**src/hdl/riscv_decode_pkg.sv**
```systemverilog
package riscv_decode_pkg;

    localparam int INST_W = 32;

    // instruction field positions
    localparam int OPC_LSB   = 2;
    localparam int OPC_MSB   = 6;
    localparam int EXPT_LSB  = 7;
    localparam int F3_LSB    = 12;
    localparam int EXPT_MSB  = 19;
    localparam int IMM_LSB   = 20;
    localparam int F7_LSB    = 25;

    typedef logic [4:0]  eff_opcode_t;
    typedef logic [2:0]  funct3_t;
    typedef logic [6:0]  funct7_t;
    typedef logic [11:0] sys_imm_t;

    // opcode bits 6..2 since bits 1..0 are always 11
    localparam eff_opcode_t OPC_LUI    = 5'b01101;
    localparam eff_opcode_t OPC_AUIPC  = 5'b00101;
    localparam eff_opcode_t OPC_JAL    = 5'b11011;
    localparam eff_opcode_t OPC_JALR   = 5'b11001;
    localparam eff_opcode_t OPC_BRANCH = 5'b11000;
    localparam eff_opcode_t OPC_LOAD   = 5'b00000;
    localparam eff_opcode_t OPC_STORE  = 5'b01000;
    localparam eff_opcode_t OPC_ALI    = 5'b00100;
    localparam eff_opcode_t OPC_ALIW   = 5'b00110;
    localparam eff_opcode_t OPC_AL     = 5'b01100;
    localparam eff_opcode_t OPC_ALW    = 5'b01110;
    localparam eff_opcode_t OPC_SYSTEM = 5'b11100;

    localparam funct7_t F7_BASE = 7'b0000000;
    localparam funct7_t F7_ALT  = 7'b0100000;

    localparam sys_imm_t SYS_ECALL  = 12'h000;
    localparam sys_imm_t SYS_EBREAK = 12'h001;
    localparam sys_imm_t SYS_MRET   = 12'h302;

    typedef logic [2:0] gen_type_t;
    typedef logic [2:0] alu_op_t;
    typedef logic [2:0] comp_type_t;
    typedef logic [2:0] shift_type_t;
    typedef logic [2:0] store_type_t;
    typedef logic [2:0] load_type_t;
    typedef logic [2:0] csr_ctrl_t;

    // immediate generator formats
    localparam gen_type_t GEN_CSR    = 3'd1;
    localparam gen_type_t GEN_SHIFT  = 3'd2;
    localparam gen_type_t GEN_STORE  = 3'd3;
    localparam gen_type_t GEN_UPPER  = 3'd4;
    localparam gen_type_t GEN_JAL    = 3'd5;
    localparam gen_type_t GEN_ITYPE  = 3'd6;
    localparam gen_type_t GEN_BRANCH = 3'd7;

    localparam alu_op_t ALU_ADD = 3'd3;
    localparam alu_op_t ALU_SUB = 3'd4;
    localparam alu_op_t ALU_XOR = 3'd5;
    localparam alu_op_t ALU_OR  = 3'd6;
    localparam alu_op_t ALU_AND = 3'd7;

    localparam comp_type_t CMP_EQ  = 3'd2;
    localparam comp_type_t CMP_NE  = 3'd3;
    localparam comp_type_t CMP_LT  = 3'd4;
    localparam comp_type_t CMP_LTU = 3'd5;
    localparam comp_type_t CMP_GE  = 3'd6;
    localparam comp_type_t CMP_GEU = 3'd7;

    localparam shift_type_t SH_SLL  = 3'd1;
    localparam shift_type_t SH_SLLW = 3'd3;
    localparam shift_type_t SH_SRA  = 3'd4;
    localparam shift_type_t SH_SRL  = 3'd5;
    localparam shift_type_t SH_SRAW = 3'd6;
    localparam shift_type_t SH_SRLW = 3'd7;

    localparam store_type_t ST_B = 3'd4;
    localparam store_type_t ST_H = 3'd5;
    localparam store_type_t ST_W = 3'd6;
    localparam store_type_t ST_D = 3'd7;

    localparam load_type_t LD_B  = 3'd1;
    localparam load_type_t LD_H  = 3'd2;
    localparam load_type_t LD_W  = 3'd3;
    localparam load_type_t LD_D  = 3'd4;
    localparam load_type_t LD_BU = 3'd5;
    localparam load_type_t LD_HU = 3'd6;
    localparam load_type_t LD_WU = 3'd7;

    localparam csr_ctrl_t CSR_CTRL_NONE = 3'd4;

endpackage

```
**src/hdl/inst_class_if.sv**
```systemverilog
`timescale 1ns/1ps

interface inst_class_if;
    import riscv_decode_pkg::*;

    funct3_t  funct3;
    funct7_t  funct7;
    sys_imm_t sys_imm;

    // one flag per opcode class
    logic lui, auipc, jal, jalr, branch, load, store;
    logic ali, aliw, al, alw, system;

    // group flags derived from the classes
    logic shift, word, al_imm, al_reg, expt;

    modport classify (
        output funct3, funct7, sys_imm,
        output lui, auipc, jal, jalr, branch, load, store,
        output ali, aliw, al, alw, system,
        output shift, word, al_imm, al_reg, expt
    );

    modport decode (
        input funct3, funct7, sys_imm,
        input lui, auipc, jal, jalr, branch, load, store,
        input ali, aliw, al, alw, system,
        input shift, word, al_imm, al_reg, expt
    );

endinterface

```
**src/hdl/inst_classify.sv**
```systemverilog
`timescale 1ns/1ps

module inst_classify (
    input  logic [riscv_decode_pkg::INST_W-1:0] inst_i,
    inst_class_if.classify                      cls
);
    import riscv_decode_pkg::*;

    eff_opcode_t eff_opcode;
    logic        al_any;

    assign eff_opcode  = inst_i[OPC_MSB:OPC_LSB];

    // raw fields for the field decoders
    assign cls.funct3  = inst_i[F3_LSB +: 3];
    assign cls.funct7  = inst_i[F7_LSB +: 7];
    assign cls.sys_imm = inst_i[IMM_LSB +: 12];

    assign cls.lui     = (eff_opcode == OPC_LUI);
    assign cls.auipc   = (eff_opcode == OPC_AUIPC);
    assign cls.jal     = (eff_opcode == OPC_JAL);
    assign cls.jalr    = (eff_opcode == OPC_JALR);
    assign cls.branch  = (eff_opcode == OPC_BRANCH);
    assign cls.load    = (eff_opcode == OPC_LOAD);
    assign cls.store   = (eff_opcode == OPC_STORE);
    assign cls.ali     = (eff_opcode == OPC_ALI);
    assign cls.aliw    = (eff_opcode == OPC_ALIW);
    assign cls.al      = (eff_opcode == OPC_AL);
    assign cls.alw     = (eff_opcode == OPC_ALW);
    assign cls.system  = (eff_opcode == OPC_SYSTEM);

    assign cls.al_imm  = cls.ali | cls.aliw;
    assign cls.al_reg  = cls.al | cls.alw;
    assign cls.word    = cls.aliw | cls.alw;
    assign al_any      = cls.al_imm | cls.al_reg;

    // funct3 of 001 and 101 are the shifts in every ALU class
    assign cls.shift   = al_any & (cls.funct3[1:0] == 2'b01);

    // ecall, ebreak and mret have rs1, funct3 and rd all zero
    assign cls.expt    = cls.system & (inst_i[EXPT_MSB:EXPT_LSB] == '0);

endmodule

```
**src/hdl/reg_imm_decode.sv**
```systemverilog
`timescale 1ns/1ps

module reg_imm_decode (
    inst_class_if.decode                 cls,
    output logic                         rs1_en_o,
    output logic                         rs2_en_o,
    output logic                         rd_en_o,
    output logic                         jump_base_pc_o,
    output riscv_decode_pkg::gen_type_t  gen_type_o
);
    import riscv_decode_pkg::*;

    logic csr_reg;
    logic imm_alu;

    // csrrw, csrrs, csrrc take rs1; the immediate forms use the field as data
    assign csr_reg = cls.system & ~cls.funct3[2] & (cls.funct3[1:0] != 2'b00);
    assign imm_alu = cls.al_imm & ~cls.shift;

    assign rs1_en_o = cls.jalr | cls.branch | cls.load | cls.store |
                      cls.al_imm | cls.al_reg | csr_reg;
    assign rs2_en_o = cls.branch | cls.store | cls.al_reg;
    assign rd_en_o  = cls.lui | cls.auipc | cls.jal | cls.jalr | cls.load |
                      cls.al_imm | cls.al_reg | cls.system;

    // only jalr jumps relative to rs1
    assign jump_base_pc_o = cls.jalr;

    always_comb begin
        if (cls.store)
            gen_type_o = GEN_STORE;
        else if (cls.lui | cls.auipc)
            gen_type_o = GEN_UPPER;
        else if (cls.jal)
            gen_type_o = GEN_JAL;
        else if (cls.jalr | cls.load | imm_alu)
            gen_type_o = GEN_ITYPE;
        else if (cls.branch)
            gen_type_o = GEN_BRANCH;
        else if (cls.shift)
            gen_type_o = GEN_SHIFT;
        else if (cls.system)
            gen_type_o = GEN_CSR;
        else
            gen_type_o = '0;
    end

endmodule

```
**src/hdl/alu_decode.sv**
```systemverilog
`timescale 1ns/1ps

module alu_decode (
    inst_class_if.decode                   cls,
    output riscv_decode_pkg::alu_op_t      alu_op_o,
    output logic                           alu_src_pc_o,
    output logic                           alu_src_imm_o,
    output logic                           shift_num_src_o,
    output logic                           inst_slt_nu_o,
    output logic                           inst_slt_u_o,
    output riscv_decode_pkg::shift_type_t  shift_type_o,
    output riscv_decode_pkg::comp_type_t   comp_type_o
);
    import riscv_decode_pkg::*;

    logic f7_base;
    logic f7_alt;
    logic sh_base;
    logic sh_alt;
    logic nw_ok;
    logic op_add, op_sub, op_xor, op_or, op_and;
    logic sh_ll, sh_rl, sh_ra;

    assign f7_base = (cls.funct7 == F7_BASE);
    assign f7_alt  = (cls.funct7 == F7_ALT);

    // rv64 slli/srli/srai use funct7 bit 0 as shamt bit 5
    assign sh_base = cls.ali ? (cls.funct7[6:1] == F7_BASE[6:1]) : f7_base;
    assign sh_alt  = cls.ali ? (cls.funct7[6:1] == F7_ALT[6:1]) : f7_alt;

    // slt, xor, or, and exist only in the 64-bit classes
    assign nw_ok   = cls.ali | (cls.al & f7_base);

    assign op_add  = (cls.funct3 == 3'b000) & (cls.al_imm | (cls.al_reg & f7_base));
    assign op_sub  = (cls.funct3 == 3'b000) & cls.al_reg & f7_alt;
    assign op_xor  = (cls.funct3 == 3'b100) & nw_ok;
    assign op_or   = (cls.funct3 == 3'b110) & nw_ok;
    assign op_and  = (cls.funct3 == 3'b111) & nw_ok;

    assign inst_slt_nu_o = (cls.funct3 == 3'b010) & nw_ok;
    assign inst_slt_u_o  = (cls.funct3 == 3'b011) & nw_ok;

    assign sh_ll   = cls.shift & ~cls.funct3[2] & sh_base;
    assign sh_rl   = cls.shift & cls.funct3[2] & sh_base;
    assign sh_ra   = cls.shift & cls.funct3[2] & sh_alt;

    // operand a is rs1 for everything except auipc
    assign alu_src_pc_o    = ~cls.auipc;
    assign alu_src_imm_o   = cls.auipc | cls.load | cls.store | (cls.al_imm & ~cls.shift);
    assign shift_num_src_o = cls.shift & cls.al_imm;

    always_comb begin
        if (cls.auipc | cls.load | cls.store | op_add)
            alu_op_o = ALU_ADD;
        else if (inst_slt_nu_o | inst_slt_u_o | op_sub)
            alu_op_o = ALU_SUB;
        else if (op_xor)
            alu_op_o = ALU_XOR;
        else if (op_or)
            alu_op_o = ALU_OR;
        else if (op_and)
            alu_op_o = ALU_AND;
        else
            alu_op_o = '0;
    end

    always_comb begin
        if (sh_ll)
            shift_type_o = cls.word ? SH_SLLW : SH_SLL;
        else if (sh_rl)
            shift_type_o = cls.word ? SH_SRLW : SH_SRL;
        else if (sh_ra)
            shift_type_o = cls.word ? SH_SRAW : SH_SRA;
        else
            shift_type_o = '0;
    end

    // compare codes keep the core's own funct3 mapping
    always_comb begin
        comp_type_o = '0;
        if (cls.branch) begin
            case (cls.funct3)
                3'b000:  comp_type_o = CMP_EQ;
                3'b001:  comp_type_o = CMP_NE;
                3'b100:  comp_type_o = CMP_LT;
                3'b110:  comp_type_o = CMP_LTU;
                3'b101:  comp_type_o = CMP_GE;
                3'b111:  comp_type_o = CMP_GEU;
                default: comp_type_o = '0;
            endcase
        end
    end

endmodule

```
**src/hdl/mem_sys_decode.sv**
```systemverilog
`timescale 1ns/1ps

module mem_sys_decode (
    inst_class_if.decode                   cls,
    output logic                           mem_read_o,
    output logic                           mem_write_o,
    output logic                           csr_src_o,
    output logic                           inst_ecall_o,
    output logic                           inst_ebreak_o,
    output logic                           inst_mret_o,
    output logic                           inst_trap_o,
    output riscv_decode_pkg::load_type_t   load_type_o,
    output riscv_decode_pkg::store_type_t  store_type_o,
    output riscv_decode_pkg::csr_ctrl_t    csr_ctrl_o
);
    import riscv_decode_pkg::*;

    assign mem_read_o  = cls.load;
    assign mem_write_o = cls.store;

    // lb..ld then the unsigned widths up to funct3 6
    always_comb begin
        load_type_o = '0;
        if (cls.load) begin
            case (cls.funct3)
                3'd0:    load_type_o = LD_B;
                3'd1:    load_type_o = LD_H;
                3'd2:    load_type_o = LD_W;
                3'd3:    load_type_o = LD_D;
                3'd4:    load_type_o = LD_BU;
                3'd5:    load_type_o = LD_HU;
                3'd6:    load_type_o = LD_WU;
                default: load_type_o = '0;
            endcase
        end
    end

    always_comb begin
        store_type_o = '0;
        if (cls.store) begin
            case (cls.funct3)
                3'd0:    store_type_o = ST_B;
                3'd1:    store_type_o = ST_H;
                3'd2:    store_type_o = ST_W;
                3'd3:    store_type_o = ST_D;
                default: store_type_o = '0;
            endcase
        end
    end

    // the CSR unit decodes funct3 itself
    assign csr_ctrl_o = cls.system ? cls.funct3 : CSR_CTRL_NONE;
    // set for the immediate forms
    assign csr_src_o  = cls.funct3[2];

    assign inst_ecall_o  = cls.expt & (cls.sys_imm == SYS_ECALL);
    assign inst_ebreak_o = cls.expt & (cls.sys_imm == SYS_EBREAK);
    assign inst_mret_o   = cls.expt & (cls.sys_imm == SYS_MRET);
    assign inst_trap_o   = inst_ecall_o | inst_ebreak_o | inst_mret_o;

endmodule

```
**src/hdl/id_control.sv**
```systemverilog
`timescale 1ns/1ps

module id_control (
    input  logic                                clk_i,
    input  logic                                rst_i,
    input  logic                                inst_valid_i,
    input  logic [riscv_decode_pkg::INST_W-1:0] inst_i,
    output logic                                ctrl_valid_o,
    output logic                                rs1_en_o,
    output logic                                rs2_en_o,
    output logic                                rd_en_o,
    output logic                                jump_base_pc_o,
    output riscv_decode_pkg::gen_type_t         gen_type_o,
    output riscv_decode_pkg::alu_op_t           alu_op_o,
    output logic                                alu_src_pc_o,
    output logic                                alu_src_imm_o,
    output logic                                shift_num_src_o,
    output logic                                inst_slt_nu_o,
    output logic                                inst_slt_u_o,
    output riscv_decode_pkg::shift_type_t       shift_type_o,
    output riscv_decode_pkg::comp_type_t        comp_type_o,
    output logic                                mem_read_o,
    output logic                                mem_write_o,
    output logic                                csr_src_o,
    output riscv_decode_pkg::load_type_t        load_type_o,
    output riscv_decode_pkg::store_type_t       store_type_o,
    output riscv_decode_pkg::csr_ctrl_t         csr_ctrl_o,
    output logic                                inst_ecall_o,
    output logic                                inst_ebreak_o,
    output logic                                inst_mret_o,
    output logic                                inst_trap_o,
    output logic                                inst_jump_o,
    output logic                                inst_branch_o,
    output logic                                inst_lui_o,
    output logic                                inst_auipc_o,
    output logic                                inst_word_o,
    output logic                                inst_shift_o,
    output logic                                inst_arth_lgc_o,
    output logic                                inst_load_o,
    output logic                                inst_csr_o
);
    import riscv_decode_pkg::*;

    // field order matches the output concatenation below
    typedef struct packed {
        logic        rs1_en, rs2_en, rd_en, jump_base_pc;
        gen_type_t   gen_type;
        alu_op_t     alu_op;
        logic        alu_src_pc, alu_src_imm, shift_num_src, slt_nu, slt_u;
        shift_type_t shift_type;
        comp_type_t  comp_type;
        logic        mem_read, mem_write, csr_src;
        load_type_t  load_type;
        store_type_t store_type;
        csr_ctrl_t   csr_ctrl;
        logic        ecall, ebreak, mret, trap;
        logic        jump, branch, lui, auipc, word, shift, arth_lgc, load, csr;
    } ctrl_t;

    ctrl_t ctrl_d;
    ctrl_t ctrl_q;

    inst_class_if cls ();

    inst_classify u_classify (
        .inst_i (inst_i),
        .cls    (cls.classify)
    );

    reg_imm_decode u_reg_imm (
        .cls            (cls.decode),
        .rs1_en_o       (ctrl_d.rs1_en),
        .rs2_en_o       (ctrl_d.rs2_en),
        .rd_en_o        (ctrl_d.rd_en),
        .jump_base_pc_o (ctrl_d.jump_base_pc),
        .gen_type_o     (ctrl_d.gen_type)
    );

    alu_decode u_alu (
        .cls             (cls.decode),
        .alu_op_o        (ctrl_d.alu_op),
        .alu_src_pc_o    (ctrl_d.alu_src_pc),
        .alu_src_imm_o   (ctrl_d.alu_src_imm),
        .shift_num_src_o (ctrl_d.shift_num_src),
        .inst_slt_nu_o   (ctrl_d.slt_nu),
        .inst_slt_u_o    (ctrl_d.slt_u),
        .shift_type_o    (ctrl_d.shift_type),
        .comp_type_o     (ctrl_d.comp_type)
    );

    mem_sys_decode u_mem_sys (
        .cls           (cls.decode),
        .mem_read_o    (ctrl_d.mem_read),
        .mem_write_o   (ctrl_d.mem_write),
        .csr_src_o     (ctrl_d.csr_src),
        .inst_ecall_o  (ctrl_d.ecall),
        .inst_ebreak_o (ctrl_d.ebreak),
        .inst_mret_o   (ctrl_d.mret),
        .inst_trap_o   (ctrl_d.trap),
        .load_type_o   (ctrl_d.load_type),
        .store_type_o  (ctrl_d.store_type),
        .csr_ctrl_o    (ctrl_d.csr_ctrl)
    );

    // summary flags for the EX stage
    assign ctrl_d.jump     = cls.jal | cls.jalr;
    assign ctrl_d.branch   = cls.branch;
    assign ctrl_d.lui      = cls.lui;
    assign ctrl_d.auipc    = cls.auipc;
    assign ctrl_d.word     = cls.word;
    assign ctrl_d.shift    = cls.shift;
    assign ctrl_d.arth_lgc = cls.al_imm | cls.al_reg;
    assign ctrl_d.load     = cls.load;
    assign ctrl_d.csr      = cls.system;

    // controls hold their last decode while no instruction arrives
    always_ff @(posedge clk_i) begin
        if (rst_i) begin
            ctrl_valid_o <= 1'b0;
            ctrl_q       <= '0;
        end else begin
            ctrl_valid_o <= inst_valid_i;
            if (inst_valid_i) begin
                ctrl_q <= ctrl_d;
            end
        end
    end

    assign {rs1_en_o, rs2_en_o, rd_en_o, jump_base_pc_o, gen_type_o, alu_op_o,
            alu_src_pc_o, alu_src_imm_o, shift_num_src_o, inst_slt_nu_o, inst_slt_u_o,
            shift_type_o, comp_type_o, mem_read_o, mem_write_o, csr_src_o,
            load_type_o, store_type_o, csr_ctrl_o,
            inst_ecall_o, inst_ebreak_o, inst_mret_o, inst_trap_o,
            inst_jump_o, inst_branch_o, inst_lui_o, inst_auipc_o, inst_word_o,
            inst_shift_o, inst_arth_lgc_o, inst_load_o, inst_csr_o} = ctrl_q;

    // classifier never raises two opcode classes for one instruction
    a_class_onehot: assert property (@(posedge clk_i) disable iff (rst_i)
        inst_valid_i |-> $onehot0({cls.lui, cls.auipc, cls.jal, cls.jalr, cls.branch,
                                   cls.load, cls.store, cls.ali, cls.aliw, cls.al,
                                   cls.alw, cls.system}));

    // registered strobes never request a read and a write together
    a_mem_excl: assert property (@(posedge clk_i) disable iff (rst_i)
        !(mem_read_o && mem_write_o));

    a_valid_after_rst: assert property (@(posedge clk_i)
        rst_i |=> !ctrl_valid_o);

endmodule

```
**config.mk**
```make
export PLATFORM = sky130hd
export DESIGN_NAME = id_control
export DESIGN_NICKNAME = d
export VERILOG_FILES = /design/src/hdl/riscv_decode_pkg.sv /design/src/hdl/inst_class_if.sv /design/src/hdl/inst_classify.sv /design/src/hdl/reg_imm_decode.sv /design/src/hdl/alu_decode.sv /design/src/hdl/mem_sys_decode.sv /design/src/hdl/id_control.sv
export SDC_FILE = /design/constraint.sdc
export NUM_CORES = 1
export LEC_CHECK = 0
export ABC_AREA = 0
export BUFFER_PORTS_ARGS = -buffer_cell sky130_fd_sc_hd__buf_2
export CORE_ASPECT_RATIO = 0.6
export CORE_MARGIN = 8
export CORE_UTILIZATION = 53
export CTS_CLUSTER_DIAMETER = 40
export DETAILED_ROUTE_END_ITERATION = 16
export HOLD_SLACK_MARGIN = 0.15
export PLACE_DENSITY = 0.93
export RECOVER_POWER = 100
export SLEW_MARGIN = 20
export SYNTH_ARGS = -nofsm -noshare
export SYNTH_HDL_FRONTEND = slang
export SYNTH_SLANG_ARGS = --single-unit
```
**constraint.sdc**
```tcl
create_clock -name clk_i -period 2.7 [get_ports clk_i]
set_input_delay 0.54 -clock clk_i [delete_from_list [all_inputs] [get_ports clk_i]]
set_output_delay 0.54 -clock clk_i [all_outputs]
set_load 0.005 [all_outputs]
```
== Yosys cells after proc, flatten, opt, wreduce, memory -nomap -nowiden ==
Cells that the tools add are included.
Operators by class
  equality and inequality tests: 23
  mux-type cells: 27
  bitwise operators: 59
  reduce and logical (&&, ||, !) cells: 7
Operators with widths (count)
  3-bit 2-to-1 mux: 18
  1-bit bitwise OR: 32
  1-bit AND: 24
  3-bit one-hot mux with 7 select lines: 1
  5-bit by 4-bit equality test with 1-bit output (second input constant): 4
  5-bit equality test (second input constant): 4
  3-bit one-hot mux with 6 select lines: 1
  5-bit by 3-bit equality test with 1-bit output (second input constant): 3
  13-bit zero test: 1
  12-bit by 1-bit equality test with 1-bit output (second input constant): 1
  12-bit by 10-bit equality test with 1-bit output (second input constant): 1
  3-bit equality test (second input constant): 4
  12-bit zero test: 1
  3-bit one-hot mux with 4 select lines: 1
  7-bit by 6-bit equality test with 1-bit output (second input constant): 1
  7-bit zero test: 1
  3-bit by 2-bit equality test with 1-bit output (second input constant): 2
  6-bit by 5-bit equality test with 1-bit output (second input constant): 1
  6-bit zero test: 1
  2-bit 2-to-1 mux: 3
  5-bit zero test: 1
  3-bit by 1-bit equality test with 1-bit output (second input constant): 1
  3-bit zero test: 1
  1-bit 2-to-1 mux: 3
  3 further kinds: 5
Storage, ports and cells
  flip-flop bits (word level): 46
  input port bits: 35
  output and inout bits: 47

== Logic depth before layout (Yosys ltp) ==
  depth in word-level cells: 11
  mapped depth: 6

== Modules after synthesis ==
From an unflattened synthesis, not the netlist that was laid out.
Unflattened totals
  cells, all modules: 288
  area, all modules: 2608.8 um2
Modules (own cells, without submodules)
  id_control: instances 1, cells each 153, area each 1685.4 um2, sequential area each 940.9 um2
  inst_classify: instances 1, cells each 51, area each 340.3 um2, sequential area each 0.0 um2
  alu_decode: instances 1, cells each 38, area each 252.7 um2, sequential area each 0.0 um2
  mem_sys_decode: instances 1, cells each 26, area each 203.9 um2, sequential area each 0.0 um2
  reg_imm_decode: instances 1, cells each 20, area each 126.4 um2, sequential area each 0.0 um2

== Worst setup path after synthesis ==
OpenSTA, ideal clock, no wires.
  path type: input -> register
  start point: input inst_i[2] in the netlist's numbering
  end point: register ctrl_q, in the netlist shift_type_o[2]
  library setup time: 0.059 ns
  data arrival time: 1.737 ns
  path slack: 0.903 ns
  stages: 5
  buffers on the path: 1
  path through: buf_6 or3b_4 o31a_1 nor4_4 a22o_1
Between the ends
  longest elaborated chain between the ends: 9
  elaborated cells on any way between the ends: 18
  classes of those cells: 4 x eq/ne; 5 x mux; 9 x bitwise
RTL lines
  from (decl): RTL line id_control.sv:7  | input logic [riscv_decode_pkg::INST_W-1:0] inst_i,
  5-bit by 3-bit equality test with 1-bit output (tied with other cells): RTL line inst_classify.sv:26  | assign cls.ali = (eff_opcode == OPC_ALI);
  1-bit bitwise OR, on equally long branches: RTL line inst_classify.sv:32, inst_classify.sv:33
  1-bit bitwise OR: RTL line inst_classify.sv:35  | assign al_any = cls.al_imm | cls.al_reg;
  1-bit AND: RTL line inst_classify.sv:38  | assign cls.shift = al_any & (cls.funct3[1:0] == 2'b01);
  1-bit AND: RTL line alu_decode.sv:44, alu_decode.sv:45
  1-bit AND: RTL line alu_decode.sv:45  | assign sh_ra = cls.shift & cls.funct3[2] & sh_alt;
  3-bit 2-to-1 mux: RTL line alu_decode.sv:72  | else if (sh_ra)
  3-bit 2-to-1 mux: RTL line alu_decode.sv:70  | else if (sh_rl)
  3-bit 2-to-1 mux (*): RTL line alu_decode.sv:68  | if (sh_ll)
  to (signal assigned): RTL line id_control.sv:124  | ctrl_q <= ctrl_d;
  to (decl): RTL line id_control.sv:61  | ctrl_t ctrl_q;
Mark *: on every way between the ends. The rest lies on a longest branch, timed or not.
A chain may end at the register's enable or synchronous reset.

== Final worst setup path ==
  start point: input inst_i[2] in the netlist's numbering
  end point: register ctrl_q, in the netlist shift_type_o[1]
The elaborated chain is that of the path after synthesis.

==> results.cfg <==
[timing]
rsz0062_at_grt = no
fin_skew_ps = 0
fmax_mhz = 471
setup_violations = 0
final_hold_viol_count = 0
report.final.slew_viol_count = 0
slew_headroom_pct = 46.5
period_needed_ps = 2120
tns_ps = 0
whs_ps = 452
finalCritPeriodShare_pct = 78.6
worst_pin_slew_ps = 803

[grt]
grt_pass1_wl_mm = 10.7
grt_use_total_pct = 20.0
globalRouteOverflowTotal = 0
grt_max_degree = 25
grt_pass1_vias = 2115
antenna_found_initial = 0

[routing]
wl_per_cell_um = 16.7
vias = 2306
routed_wl_mm = 6.54
first_pass_iters = 5
drc = 0
antenna_left = 0
viasPerCell = 5.88
drt_iter0_drc = 225

[yosys]
yosysSeqAreaShare_pct = 41.6
syn_area_per_cell_sq_um = 8.02
ys_ff_latch = 46
synth_area_leaders = dfxtp_1 42%, nor2_1 5.6%, nand2_1 5.3%, a21oi_1 5.0%, clkbuf_1 2.7%
synth_cell_types = 52
synth_area_leader_cell = dfxtp_1
async_flop_share_pct = 0
netlist_instances = 276
synth_edf_count = 0
syn_nets = 311
synth_ff_type = dfxtp_1
syn_area_sq_mm = 0.00221
ys_warn_count = 0
synth_top_area_share_pct = 41.6

[worst_setup_path]
path_class = in -> reg
worst_setup_path_end_kind = register
arrival_ps = 2370
crit_fanout = 18
startpoint_type = input port
crit_required_ps = 2940

[cts]
clockRootBuffer = clkbuf_8
cts_hold_buf = 0
htreeDepth = 2
insertion_delay_ps = 300
cts_resized = 0
numCtsBuffers = 5
cts_tree = built
post_cts_buffers = 0
cts_num_sinks = 46
clk_path_buf_depth = 2
clk_pin_slew_ps = 80

[power]
leakagePower_nw = 0.990
netSwitchingFraction_pct = 26.9
p_int_mw = 0.958
share_seq_of_total_power_pct = 53.3
vdd_ir_drop_max_mv = 0.281
power_mw = 1.31
power_frac_comb_pct = 13.1
powerDensity_mw_per_mm2 = 502
clockPowerShare_pct = 33.6
p_switching_mw = 0.352

[status]
status = finished, final reports clean

[placement]
portBuffers = 79
dp.final_hpwl_mm = 4.96
globalplace.congestion = 0.953

[run]
drv_cap = 0

[layout]
diodes = 0
n_fill_cell = 386
drive_above_1_share_pct = 15.2
fin_nets = 376
synthToLayoutAreaGrowth_pct = 17.9

[floorplan]
die_y_um = 66.1
dieArea_sq_mm = 0.00657
rows = 18
initial_core_util_pct = 54.6
core_sq_mm = 0.00405
dieWidth_um = 99.4
ioPinCount = 82

[hold_path]
hold_path.class = reg -> reg
## layout make-up
cell class                      instances  area, sq um  area share (%)
Multi-Input combinational cell        200         1140            43.8
Sequential cell                        46          921            35.3
Timing Repair Buffer                   81          363            13.9
Clock buffer                            6         82.6            3.16
Tap cell                               50         62.6            2.40
Inverter                                7         26.3            1.01
Clock inverter                          2         12.5           0.479
## Yosys cell counts (2+ instances only)
master,n
dfxtp_1,46
nor2_1,33
nand2_1,31
a21oi_1,22
clkbuf_1,16
nand3_1,11
nor3_1,11
nand2b_1,9
o21ai_0,9
inv_1,7
nor2b_1,6
nor4_1,6
mux2i_1,5
a211oi_1,4
a22o_1,4
buf_1,4
nand4_1,4
a2bb2oi_1,3
a311oi_1,3
o2bb2ai_1,3
a21o_1,2
a22oi_1,2
a31oi_1,2
nand4b_1,2
o21ai_1,2
o21bai_1,2
or4_1,2
## flip-flops by register name, summed over array words and instances, names as in the netlist, 3 cells and up
signal,flops
load_type_o,3
store_type_o,3
csr_ctrl_o,3
alu_op_o,3
gen_type_o,3
shift_type_o,3
comp_type_o,3
## cells by family (layout without fill, tap and decap cells)
family,Yosys count,count (layout),synth area share [%]
buf+inv,30,96,5.65
compound gates,68,68,20.9
mux,5,5,2.26
flops,46,46,41.6
simple gates,125,125,28.8
xor+xnor,2,2,0.792
## critical path, cell delays in order
cell and delay [ps]:
clkbuf_1 260, nor4b_1 540, nand3_1 240, nor4_1 560
a22o_1 220
## cell usage in the layout, fill, tap and decap left out, types with 2 or more instances in the layout
| cell type | n |
|---|---|
| a211oi_1 | 4 |
| a21o_1 | 2 |
| a21oi_1 | 22 |
| a22o_1 | 4 |
| a22oi_1 | 2 |
| a2bb2oi_1 | 3 |
| a311oi_1 | 3 |
| a31oi_1 | 2 |
| buf_1 | 2 |
| buf_2 | 41 |
| buf_4 | 2 |
| clkbuf_1 | 36 |
| clkbuf_8 | 6 |
| dfxtp_1 | 46 |
| inv_1 | 7 |
| mux2i_1 | 5 |
| nand2_1 | 31 |
| nand2b_1 | 9 |
| nand3_1 | 11 |
| nand4_1 | 4 |
| nand4b_1 | 2 |
| nor2_1 | 33 |
| nor2b_1 | 6 |
| nor3_1 | 11 |
| nor4_1 | 7 |
| o21ai_0 | 11 |
| o21bai_1 | 2 |
| o2bb2ai_1 | 3 |
| or4_1 | 2 |
## layer usage
layer / vias to the layer above / share of wire, % / GRT usage [%]
met5: - / 0 / 0
met4: 0 / 0.84 / 5.06
met3: 9 / 11 / 7.77
met2: 122 / 43 / 30.3
met1: 1056 / 45 / 26.2
li1: 1119 / - / -
## worst paths after layout
check | startpoint | to | slack [ps] | depth (start not counted)
setup / recovery | inst_i[2] | shift_type_o[1] | 580 | 5
hold / removal | inst_trap_o | inst_trap_o | 450 | 2
setup reg to reg | alu_op_o[2] | alu_op_o[2] | 1650 | 4
hold reg to reg | inst_trap_o | inst_trap_o | 450 | 2
## through the flow
step | instance area, sq um | utilization, % | setup slack [ps] | cells
floorplan | 2210 | - | 903 | 276
global placement | 2590 | 63.8 | 578 | 384
detailed placement | 2590 | 63.8 | 520 | 384
CTS | 2680 | 66.2 | 831 | 392
global route | 2610 | 64.4 | 374 | 392
finish | 2610 | 64.4 | 578 | 392
## power by group through the flow
| stage | clock, mW | sequential [mW] | combinational, mW |
|---|---|---|---|
| floorplan | 0 | 0.715 | 0.105 |
| global placement | 0 | 0.713 | 0.168 |
| detailed placement | 0 | 0.714 | 0.173 |
| CTS | 0.449 | 0.698 | 0.174 |
| global route | 0.480 | 0.700 | 0.188 |
| finish | 0.440 | 0.698 | 0.171 |
No activity file was read; power rests on OpenSTA's default activity.
